<file path="src/rtl/vec_cfg_pkg.sv">
/* Fixed datapath and register file sizes shared by every block of the vector unit
   Referenced by scoped name, never imported */
`default_nettype none

package vec_cfg_pkg;

    localparam int DATA_W   = 32;
    localparam int VREG_NUM = 8;
    localparam int VREG_W   = 3;
    localparam int ROW_W    = 4;  // Row index field, up to 16 rows per vector

    typedef logic [VREG_W-1:0] vreg_idx_t;
    typedef logic [DATA_W-1:0] elem_t;

endpackage

`default_nettype wire

</file>
<file path="src/rtl/vec_isa_pkg.sv">
/* Instruction word, opcodes, ALU functions and the per-row control word
   that the driver sends through the interconnect into every lane */
`default_nettype none

package vec_isa_pkg;

    typedef enum logic [2:0] {
        OP_ALU        = 3'd0,
        OP_LOAD       = 3'd1,
        OP_STORE      = 3'd2,
        OP_SLIDE_UP   = 3'd3,
        OP_SLIDE_DOWN = 3'd4
    } opcode_e;

    typedef enum logic [2:0] {
        FN_ADD  = 3'd0,
        FN_SUB  = 3'd1,
        FN_AND  = 3'd2,
        FN_OR   = 3'd3,
        FN_XOR  = 3'd4,
        FN_SLL  = 3'd5,
        FN_SRL  = 3'd6,
        FN_MINU = 3'd7
    } alu_fn_e;

    // ALU and slide view
    typedef struct packed {
        opcode_e                opcode;
        alu_fn_e                fn;
        vec_cfg_pkg::vreg_idx_t vd;
        vec_cfg_pkg::vreg_idx_t vs1;
        vec_cfg_pkg::vreg_idx_t vs2;
        logic                   rsvd;
    } alu_fmt_t;

    // Load and store view
    typedef struct packed {
        opcode_e                opcode;
        vec_cfg_pkg::vreg_idx_t vreg;
        logic [9:0]             rsvd;
    } mem_fmt_t;

    typedef union packed {
        alu_fmt_t alu;
        mem_fmt_t mem;
    } vec_instr_u;

    typedef enum logic [1:0] {
        WB_NONE  = 2'd0,
        WB_ALU   = 2'd1,
        WB_LOAD  = 2'd2,
        WB_SLIDE = 2'd3
    } wb_src_e;

    typedef struct packed {
        logic                         valid;
        logic [vec_cfg_pkg::ROW_W-1:0] row;
        vec_cfg_pkg::vreg_idx_t       vs1;
        vec_cfg_pkg::vreg_idx_t       vs2;
        vec_cfg_pkg::vreg_idx_t       vd;
        alu_fn_e                      fn;
        wb_src_e                      wb_src;
        logic                         slide_up;   // Ring direction for slides
        logic                         store_row;  // Row goes out on the store port
    } row_ctrl_t;

endpackage

`default_nettype wire

</file>
<file path="src/rtl/lane_interconnect.sv">
/* Registers row control and load words once and fans them out to the lanes,
   and rotates the lanes' slide data one lane around the ring */
`timescale 1ns/1ps
`default_nettype none

module lane_interconnect #(
    parameter int VLANE_NUM = 4
) (
    input  wire                                     clk_i,
    input  wire                                     rst_n_i,
    input  wire vec_isa_pkg::row_ctrl_t             row_ctrl_i,
    input  wire vec_cfg_pkg::elem_t [VLANE_NUM-1:0] load_row_i,
    output vec_isa_pkg::row_ctrl_t [VLANE_NUM-1:0]  lane_ctrl_o,
    output vec_cfg_pkg::elem_t [VLANE_NUM-1:0]      lane_load_o,
    input  wire vec_cfg_pkg::elem_t [VLANE_NUM-1:0] slide_data_i,
    output vec_cfg_pkg::elem_t [VLANE_NUM-1:0]      slide_data_o
);

    vec_isa_pkg::row_ctrl_t             ctrl_q;
    vec_cfg_pkg::elem_t [VLANE_NUM-1:0] load_q;
    logic                               slide_up_q;  // Lines up with the lane read data

    always_ff @(posedge clk_i) begin
        if (!rst_n_i) begin
            ctrl_q     <= '0;
            slide_up_q <= 1'b0;
        end else begin
            ctrl_q     <= row_ctrl_i;
            slide_up_q <= ctrl_q.slide_up;
        end
    end

    always_ff @(posedge clk_i) begin
        load_q <= load_row_i;
    end

    for (genvar l = 0; l < VLANE_NUM; l++) begin : g_fanout
        assign lane_ctrl_o[l] = ctrl_q;
        assign lane_load_o[l] = load_q[l];
        // Up takes the lower neighbour, down the upper one, both wrapping
        assign slide_data_o[l] = slide_up_q ? slide_data_i[(l + VLANE_NUM - 1) % VLANE_NUM]
                                            : slide_data_i[(l + 1) % VLANE_NUM];
    end

endmodule

`default_nettype wire

</file>
<file path="config.mk">
export PLATFORM = sky130hd
export DESIGN_NAME = lane_interconnect
export DESIGN_NICKNAME = d
export VERILOG_FILES = /design/src/rtl/vec_cfg_pkg.sv /design/src/rtl/vec_isa_pkg.sv /design/src/rtl/lane_interconnect.sv
export SDC_FILE = /design/constraint.sdc
export NUM_CORES = 1
export LEC_CHECK = 0
export ABC_AREA = 0
export BUFFER_PORTS_ARGS = -buffer_cell sky130_fd_sc_hd__buf_2
export CELL_PAD_IN_SITES_DETAIL_PLACEMENT = 1
export CELL_PAD_IN_SITES_GLOBAL_PLACEMENT = 2
export CORE_AREA = 2 2 239 241
export DETAILED_ROUTE_END_ITERATION = 12
export DIE_AREA = 0 0 241 243
export PLACE_DENSITY = 0.61
export SLEW_MARGIN = 25
export SYNTH_ARGS = -nofsm -noshare
export SYNTH_HDL_FRONTEND = slang
export SYNTH_SLANG_ARGS = --single-unit
</file>
<file path="constraint.sdc">
create_clock -name clk_i -period 1.5 [get_ports clk_i]
set_clock_uncertainty 0.2 [all_clocks]
set_input_delay 0.15 -clock clk_i [delete_from_list [all_inputs] [get_ports clk_i]]
set_output_delay 0.15 -clock clk_i [all_outputs]
set_load 0.05 [all_outputs]
</file>
==> results of run 1 <==
[state kept, by name, indices dropped and copies added (netlist names)]
name / count
lane_load_o: 128
lane_ctrl_o: 21
slide_up_q: 1
[per-stage QoR]
| stage | util [%] | cell area (sq um) | power (mW) | std cells |
|---|---|---|---|---|
| 3_3_place_gp | 15.7 | 8780 | 7.89 | 1688 |
| 4_1_cts | 21.7 | 12200 | 13.4 | 1875 |
| 3_5_place_dp | 15.7 | 8780 | 7.89 | 1688 |
| 5_1_grt | 22.7 | 12700 | 13.9 | 1884 |
| 2_1_floorplan | - | 5240 | 6.84 | 379 |
| 6_report | 22.7 | 12700 | 13.3 | 1885 |
[routing by layer]
layer	track usage [%]	vias to the layer above	wire length, um
li1	-	2690	-
met1	10.4	2780	11800
met2	23.7	417	20400
met3	6.41	53	4200
met4	3.49	8	783
met5	0	-	55
[power groups by stage]
stage | registers [mW] | logic, mW | clock network, mW
floorplan | 5.12 | 1.73 | 0
global placement | 4.37 | 3.52 | 0
detailed placement | 4.37 | 3.51 | 0
CTS | 4.31 | 4.34 | 4.75
global route | 4.34 | 4.69 | 4.87
finish | 4.31 | 4.52 | 4.48
[worst paths after layout]
kind / from / endpoint / slack, ps / cells past startpoint
worst min-delay path: rst_n_i / lane_ctrl_o[1] / -6 / 2
worst max-delay path: slide_up_q / slide_data_o[50] / -640 / 3
worst max register to register: lane_ctrl_o[1] / slide_up_q / 640 / 1
worst min register to register: lane_ctrl_o[1] / slide_up_q / 390 / 1
[final cells by class]
type | count | area (sq um) | share of cell area (%)
repair buffers | 788 | 6270 | 49.3
diodes | 9 | 22.5 | 0.177
clock buffers | 17 | 425 | 3.34
clock inverters | 15 | 170 | 1.34
well taps | 756 | 946 | 7.44
flip-flops and latches | 150 | 3040 | 23.9
multi-input cells | 150 | 1840 | 14.5
[synth_stat cells]
| cell | instances |
|---|---|
| mux2_2 | 128 |
| clkbuf_8 | 8 |
| dfxtp_1 | 150 |
| buf_6 | 6 |
| buf_4 | 63 |
| and2_1 | 22 |
| clkbuf_1 | 2 |
[timing repair]
item	in CTS	in global routing
gates resized for setup	388	144
endpoints found under the hold margin	149	0
buffers inserted	3	0
cloned	3	2
hold buffers	149	0
setup endpoints to repair	222	139
[cell families after synthesis]
group | Yosys count | share of synthesized area (%)
flip-flops | 150 | 57.3
multiplexers | 128 | 27.5
buffers and inverters | 79 | 12.6
AND/OR/NAND/NOR | 22 | 2.63
==> metrics.md, run 1 <==
| Metric | Value |
|---|---|
| Clock-pin transition on the worst setup and hold timing paths | `approximately 80 ps` |
| I/O Pins | `~620` |
| Nets | `1,386` |
| Net Count, Synth | `658` |
| Share of power burned in registers | `between 30% and 40%` |
| Clock Power Share | `33.6%` |
| Area grow syn2layout | `143%` |
| Clock sink total | `150` |
| Worst Tran Pin Value | `538 ps` |
| CTS H-tree lvls | `4` |
| Overflow after GRT | `0` |
| CTS Buf Count | `17` |
| Fin crit period | `2140 ps` |
| Failing checks | `hold timing, setup timing` |
| Area contributors post-synth | `dfxtp_1, mux2_2, buf_4` |
| DIE AREA | `58,600 sq um` |
| Vias in the first global route | `roughly 6,700` |
| Fmax | `0.468 GHz` |
| Syn Inst Count | `379` |
| Total track usage | `approximately 12%` |
| Pint | `8.16 mW` |
| Clock tree buffer depth | `2` |
| Final Hold Fails | `3` |
| Initial Util | `9.37%` |
| Routed length per instance | `19.8 um` |
| CTS root buf | `clkbuf_16` |
| Maxcap violations | `0` |
| Crit-path slowest cell | `dfxtp_4` |
| DRC viols | `0` |
| Headroom to the max-slew limit | `64.1%` |
| Number of fill cells | `6,431` |
| Vias/cell | `3.16` |
| Row cnt | `87` |
| Largest net degree at the start of global routing | `25` |
| IO buf count | `618` |
| Pre-CTS setup slack | `-146 ps` |
| Share of post-route cells with drive strength above 1 | `73.1%` |
| Initial antenna violation count | `15` |
| Post-synth top area cell | `dfxtp_1` |
| Placer congestion estimate | `0.757` |
| Post-Syn Area | `5240 sq um` |
| Most common cell after layout, fill and taps aside | `buf_2` |
| Final setup TNS | `-73,440 ps` |
| Final setup margin | `-638 ps` |
| Max Slew Vio Count | `0` |
| Worst Path Required | `1150 ps` |
| Endpoints failing setup | `128` |
| CP endpoint kind | `primary output` |
| Yosys cell types | `7` |
| Tcrit/Tclk final | `143%` |
| Sw Ratio | `38.7%` |
| Peak VDD IR | `0.900 mV` |
| First-pass GRT wire length | `between 40,000 and 50,000 um` |
| WS Path Type | `flip-flop to primary output` |
| Synth Area per Inst | `between 10 and 15 sq um` |
| Worst path max stage delay | `460 ps` |
| Final wirelength | `37,300 um` |
| Sequential area share after synthesis | `57.3%` |
| Hold crit path type | `input port to flip-flop` |
| Largest fanout on the critical path | `24` |
| Die Wd | `241 um` |
| ANT nets after route | `0` |
| Initial DRT Pass Iterations | `4` |
| #FFs+latches synth | `150` |
| Number of DRC markers in iteration 0 | `104` |
| Critical path buffers and inverters | `2` |
| Hold Slack | `-6.07 ps` |
| Sw power | `5.14 mW` |
| Synth top area share | `~57%` |
| Die span in y | `243 um` |
| Pwr dens | `1050 nW/um^2` |
| Clock Latency Late Sink | `~480 ps` |
| Most frequent cells in the layout | `buf_2, dlygate4sd3_1, dfxtp_1, buf_6, mux2_4` |
| Status | `finished, violations left` |
| Post-DP HPWL | `29,300 um` |
| RSZ-0062 raised after global routing | `true` |
| CP startpoint kind | `flip-flop` |
| Leakage power | `6.02 nW` |
| Syn. warnings | `0` |
| Combinational power share | `between 30% and 40%` |
| CTS tree | `built` |
| Via count | `just under 6,000` |
| Crit path cell chain | `buf_16 > mux2_2 > buf_2` |
| Core box area | `56,000 sq um` |
| CP arrival | `1790 ps` |
| Crit path max-delay family | `flip-flops` |
Note: power is estimated with default switching activity, not from simulation.
==> inputs of run 2 (changes only) <==
==> constraint.sdc (replaced) <==
create_clock -name clk_i -period 1.5 [get_ports clk_i]
set_clock_uncertainty 0.2 [all_clocks]
set_input_delay 0.15 -clock clk_i [delete_from_list [all_inputs] [get_ports clk_i]]
set_output_delay 0.15 -clock clk_i [all_outputs]
set_load 0.01 [all_outputs]
==> run 2 against run 1 <==
Critical endpoint is now slide_data_o[56]. Worst hold slack lost 4.8 ps. Flip-flop and latch count is the same. Sequential power is essentially flat. Design area is 8.9% lower. The run still ends with hold timing, setup timing left. Critical path type unchanged. First-iteration DRC count shrank 18%.
==> metrics.md, run 2 (synthesis gave the netlist of run 1 again) <==
| Metric | Value |
|---|---|
| Status | `finished, violations left` |
| Failing checks | `hold timing, setup timing` |
| Final Hold Fails | `2` |
| Pwr dens | `slightly below 1000 nW/um^2` |
| Crit-path slowest cell | `dfxtp_4` |
| Final setup margin | `-574 ps` |
| IO buf count | `around 600` |
| CP startpoint kind | `flip-flop` |
| WHS Path Cells | `2` |
| Largest net degree at the start of global routing | `25` |
| ANT nets after route | `0` |
| Tcrit/Tclk final | `138%` |
| Fmax | `around 0.48 GHz` |
| Headroom to the max-slew limit | `62.7%` |
| Share of post-route cells with drive strength above 1 | `72.1%` |
| Most common cell after layout, fill and taps aside | `buf_2` |
| Clock tree buffer depth | `2` |
| Post-DP HPWL | `between 20,000 and 30,000 um` |
| Hold Slack | `-10.9 ps` |
| First-pass GRT wire length | `48,100 um` |
| Worst Tran Pin Value | `559 ps` |
| Most frequent cells in the layout | `buf_2, dlygate4sd3_1, dfxtp_1, mux2_2, buf_6` |
| Area grow syn2layout | `121%` |
| Clock-pin transition on the worst setup and hold timing paths | `100 ps` |
| RR Startpoint | `lane_ctrl_o[1]` |
| I/O Pins | `between 600 and 700` |
| Pint | `7.91 mW` |
| Peak VDD IR | `0.825 mV` |
| CTS tree | `built` |
| Sw power | `3.37 mW` |
| Placer congestion estimate | `a little under 0.8` |
| Row cnt | `87` |
| CP arrival | `about 1700 ps` |
| Max Slew Vio Count | `0` |
| Leakage power | `between 5 and 6 nW` |
| Critical R2R Capture | `slide_up_q` |
| Endpoints failing setup | `128` |
| Clock sink total | `150` |
| Routed length per instance | `approximately 19 um` |
| CP endpoint kind | `primary output` |
| R2R setup slack | `~670 ps` |
| Fin util | `20.7%` |
| Clock Latency Late Sink | `490 ps` |
| Final wirelength | `roughly 36,000 um` |
| Largest register FFs | `128` |
| Placed cell areas | `8830 sq um` |
| DRC viols | `0` |
| Overflow after GRT | `0` |
| Core box area | `56,000 sq um` |
| Number of fill cells | `around 6,600` |
| Vias in the first global route | `6,598` |
| Combinational power share | `21.2%` |
| Worst path max stage delay | `around 390 ps` |
| Initial DRT Pass Iterations | `4` |
| Crit path cell chain | `buf_12 > buf_4 > mux2_2 > buf_2` |
| Worst Path Required | `1150 ps` |
| Clock Power Share | `a little over 40%` |
| Share of power burned in registers | `38.0%` |
| HP Start | `rst_n_i` |
| Hold crit path type | `input port to flip-flop` |
| Die span in y | `243 um` |
| Initial Util | `9.37%` |
| Initial antenna violation count | `10` |
| CTS Buf Count | `17` |
| CTS H-tree lvls | `4` |
| Fin crit period | `roughly 2100 ps` |
| Largest fanout on the critical path | `13` |
| WHS Endpoint | `slide_up_q` |
| WS Path Type | `flip-flop to primary output` |
| CTS root buf | `clkbuf_16` |
| RSZ-0062 raised after global routing | `true` |
| Number of DRC markers in iteration 0 | `85` |
| Die Wd | `241 um` |
| Sw Ratio | `between 20% and 30%` |
| Fin area | `roughly 12,000 sq um` |
| Total track usage | `12.0%` |
| Vias/cell | `3.13` |
| FF-to-FF path depth | `1` |
| Via count | `5,907` |
| Maxcap violations | `0` |
| DIE AREA | `58,600 sq um` |
| Nets | `~1,400` |
-- run 2: repair_timing --
item                                    in CTS  in global routing
buffers inserted                             2                  3
gates cloned                                 1                  2
hold buffers                               149                  0
gates resized for setup                     74                 40
endpoints found under the setup margin     151                128
endpoints found under the hold margin      149                  0
-- run 2: metrics by stage --
| step | TNS, ps | power (mW) | hold WS, ps | setup slack, ps | cells |
|---|---|---|---|---|---|
| 2_1_floorplan | 0 | 5.15 | -22.3 | 141 | 379 |
| 3_3_place_gp | -2200 | 6.22 | 52.4 | -73.0 | 1691 |
| 3_5_place_dp | -3060 | 6.22 | 53.9 | -91.5 | 1691 |
| 4_1_cts | -76460 | 11.5 | 9.19 | -675 | 1875 |
| 5_1_grt | -77090 | 11.9 | 34.9 | -658 | 1882 |
| 6_report | -65580 | 11.3 | -10.9 | -574 | 1886 |
-- run 2: power groups by stage --
stage / logic, mW / clock network [mW] / registers [mW]
final: 2.39 / 4.61 / 4.29
after global routing: 2.56 / 5.03 / 4.31
after CTS: 2.34 / 4.88 / 4.29
after detailed placement: 1.84 / 0 / 4.37
after global placement: 1.85 / 0 / 4.37
after floorplan: 0.676 / 0 / 4.47
-- run 2: per-layer routing --
layer  up-vias  share of wire, %  global-route usage, %
met4         6               2.7                   4.54
met1      2740                33                   10.4
met5         -              0.11                      0
li1       2694                 -                      -
met2       414                53                   22.7
met3        53                12                   6.35
-- run 2: final cells by class --
cell class	count	area [sq um]	area share [%]
clock buffer	17	425	3.67
antenna	6	15.0	0.130
tap	756	946	8.16
multi-input combinational	150	1740	15.0
sequential	150	3020	26.0
clock inverter	15	180	1.56
timing repair buffer	792	5270	45.4
-- run 2: worst max path at each step --
stage | from | endpoint | slack [ps] | cells past startpoint
global placement | slide_up_q | slide_data_o[74] | -70 | 4
global route | slide_up_q | slide_data_o[125] | -660 | 4
finish | slide_up_q | slide_data_o[56] | -570 | 4
floorplan | slide_up_q | slide_data_o[10] | 140 | 3
CTS | slide_up_q | slide_data_o[118] | -680 | 4
detailed placement | slide_up_q | slide_data_o[74] | -90 | 4
-- run 2: critical path, delay by kind of cell, from the launching register on --
kind	cells	cell delay [ps]
DFF	1	390
buffers and inverters	3	470
muxes	1	360
==> inputs of run 3 (changes only) <==
--- a/config.mk
+++ b/config.mk
@@ -12,7 +12,8 @@
 export CORE_AREA = 2 2 239 241
 export DETAILED_ROUTE_END_ITERATION = 12
 export DIE_AREA = 0 0 241 243
-export PLACE_DENSITY = 0.61
+export PLACE_DENSITY_LB_ADDON = 0.12
+export RECOVER_POWER = 25
 export SLEW_MARGIN = 25
 export SYNTH_ARGS = -nofsm -noshare
 export SYNTH_HDL_FRONTEND = slang
==> run 3 against run 2 <==
The run ends with setup timing left. Global-route usage decreased by 1.7 points. Die area unchanged. Sequential share of layout area decreased by 1.2 points. Core utilization increased by 0.93 points. Flip-flop and latch count unchanged. Setup slack improved by 61 ps. Clock power increased by 3%. Largest power group unchanged. Non-clock buffer count decreased by 4. Total power increased by 2.0%. Design area increased by 4.5%. Cell count decreased by 0.16%. Critical path depth unchanged.
==> metrics.md, run 3 (synthesis gave the netlist of run 1 again) <==
| Metric | Value |
|---|---|
| Placer congestion estimate | `0.705` |
| CTS H-tree lvls | `4` |
| FF-to-FF path depth | `1` |
| Clock tree buffer depth | `2` |
| Routed length per instance | `17.3 um` |
| Core box area | `56,000 sq um` |
| Most common cell after layout, fill and taps aside | `buf_2` |
| Max Slew Vio Count | `0` |
| DRC viols | `0` |
| Register Area | `3010 sq um` |
| Vias/cell | `approximately 3.1` |
| CTS tree | `built` |
| Failing checks | `setup timing` |
| Worst Path Required | `1150 ps` |
| Number of fill cells | `about 6,500` |
| Final setup margin | `-513 ps` |
| Tcrit/Tclk final | `134%` |
| Fin cells | `1,883` |
| Vias in the first global route | `6,430` |
| Total track usage | `10.3%` |
| RSZ-0062 raised after global routing | `true` |
| Endpoints failing setup | `128` |
| Final setup TNS | `-59,020 ps` |
| Via count | `5,780` |
| Crit-path slowest cell | `dfxtp_4` |
| Fin util | `21.6%` |
| Nets | `1,386` |
| RR Startpoint | `lane_ctrl_o[1]` |
| Most frequent cells in the layout | `buf_2, dlygate4sd3_1, dfxtp_1, buf_6, mux2_4` |
| Share of post-route cells with drive strength above 1 | `71.8%` |
| Tot Pwr | `between 10 and 15 mW` |
| Largest net degree at the start of global routing | `30` |
| Number of DRC markers in iteration 0 | `70` |
| Fin crit period | `2010 ps` |
| CP arrival | `1660 ps` |
| WS Path Type | `flip-flop to primary output` |
| First-pass GRT wire length | `42,500 um` |
| Overflow after GRT | `0` |
| Final wirelength | `32,500 um` |
| Largest fanout on the critical path | `8` |
| Critical path buffers and inverters | `3` |
| Maxcap violations | `0` |
| ANT nets after route | `0` |
| WHS Endpoint | `slide_up_q` |
| Status | `finished, violations left` |
| Initial antenna violation count | `14` |
| Worst path max stage delay | `390 ps` |
| Hold crit path type | `input port to flip-flop` |
| Critical R2R Capture | `slide_up_q` |
| Peak VDD IR | `between 0.7 and 0.8 mV` |
| Leakage power | `~5.9 nW` |
| Crit path max-delay family | `buffers and inverters` |
| Initial Util | `9.37%` |
| R2R setup slack | `roughly 680 ps` |
| IO buf count | `618` |
| Clock-pin transition on the worst setup and hold timing paths | `70 ps` |
| WHS Path Cells | `2` |
| Fmax | `0.497 GHz` |
| Worst Tran Pin Value | `503 ps` |
| Pwr dens | `951 nW/um^2` |
| Post-DP HPWL | `around 27,000 um` |
| Placed insts | `1,681` |
| Die Wd | `about 240 um` |
| Headroom to the max-slew limit | `66.5%` |
| Area grow syn2layout | `131%` |
| Row cnt | `87` |
| Clock Latency Late Sink | `450 ps` |
| CP endpoint kind | `primary output` |
| Clock sink total | `150` |
| Pre-CTS setup slack | `-47.5 ps` |
| Final Hold Fails | `0` |
| CTS root buf | `clkbuf_16` |
| CP startpoint kind | `flip-flop` |
| Largest register FFs | `128` |
| I/O Pins | `619` |
| CTS Buf Count | `17` |
| Crit path cell chain | `buf_12 > clkbuf_16 > mux2_4 > buf_6` |
| Die span in y | `roughly 240 um` |
| Area of the multi-input gates | `roughly 1900 sq um` |
| HP Start | `rst_n_i` |
| DIE AREA | `58,600 sq um` |
| Initial DRT Pass Iterations | `4` |
run 3: cell types whose count changed in the layout (fill, tap and decap cells not counted), sizes merged:
cell      previous run  this run
buf                640       631
bufinv               1         3
clkbuf              20        26
clkinv               4         5
clkinvlp             1         0
diode                6         7
inv                  9         6
run 3: repair_timing:
action | in CTS | in global routing
setup endpoints to repair | 144 | 128
gates resized for setup | 76 | 133
hold buffers | 149 | 0
pin swaps | 0 | 0
endpoints found under the hold margin | 149 | 0
buffers inserted | 3 | 0
cloned | 3 | 8
run 3: metal layers:
layer	GRT usage, %	routed length [um]	vias to the layer above
met2	20.7	18100	379
met5	0	79	-
li1	-	-	2677
met4	3.29	468	12
met1	8.27	9910	2676
met3	5.41	4020	36
run 3: report_power, final:
part	switching [mW]	internal (mW)	leakage [nW]
registers	0.0853	4.20	1.27
clock network	2.01	2.75	0.317
logic	1.01	1.46	4.32
total	3.11	8.41	5.90
run 3: area by class of cell:
cell class | count | area share (%)
timing repair buffer | 788 | 46.3
clock buffer | 18 | 3.63
multi-input combinational | 150 | 15.5
antenna | 7 | 0.145
sequential | 150 | 24.9
clock inverter | 14 | 1.75
tap | 756 | 7.81
run 3: worst max path at each step:
stage,start,end,depth (start not counted)
after floorplan,slide_up_q,slide_data_o[10],3
after global placement,slide_up_q,slide_data_o[34],3
after detailed placement,slide_up_q,slide_data_o[79],3
after CTS,slide_up_q,slide_data_o[79],4
after global routing,slide_up_q,slide_data_o[14],4
final,slide_up_q,slide_data_o[34],4
run 3: per-stage QoR:
| step | instance area (sq um) | hold slack, ps |
|---|---|---|
| after floorplan | 5240 | -22.3 |
| after global placement | 8730 | 52.9 |
| after detailed placement | 8730 | 54.0 |
| after CTS | 11300 | 50.4 |
| after global routing | 12100 | 71.1 |
| final | 12100 | 23.5 |
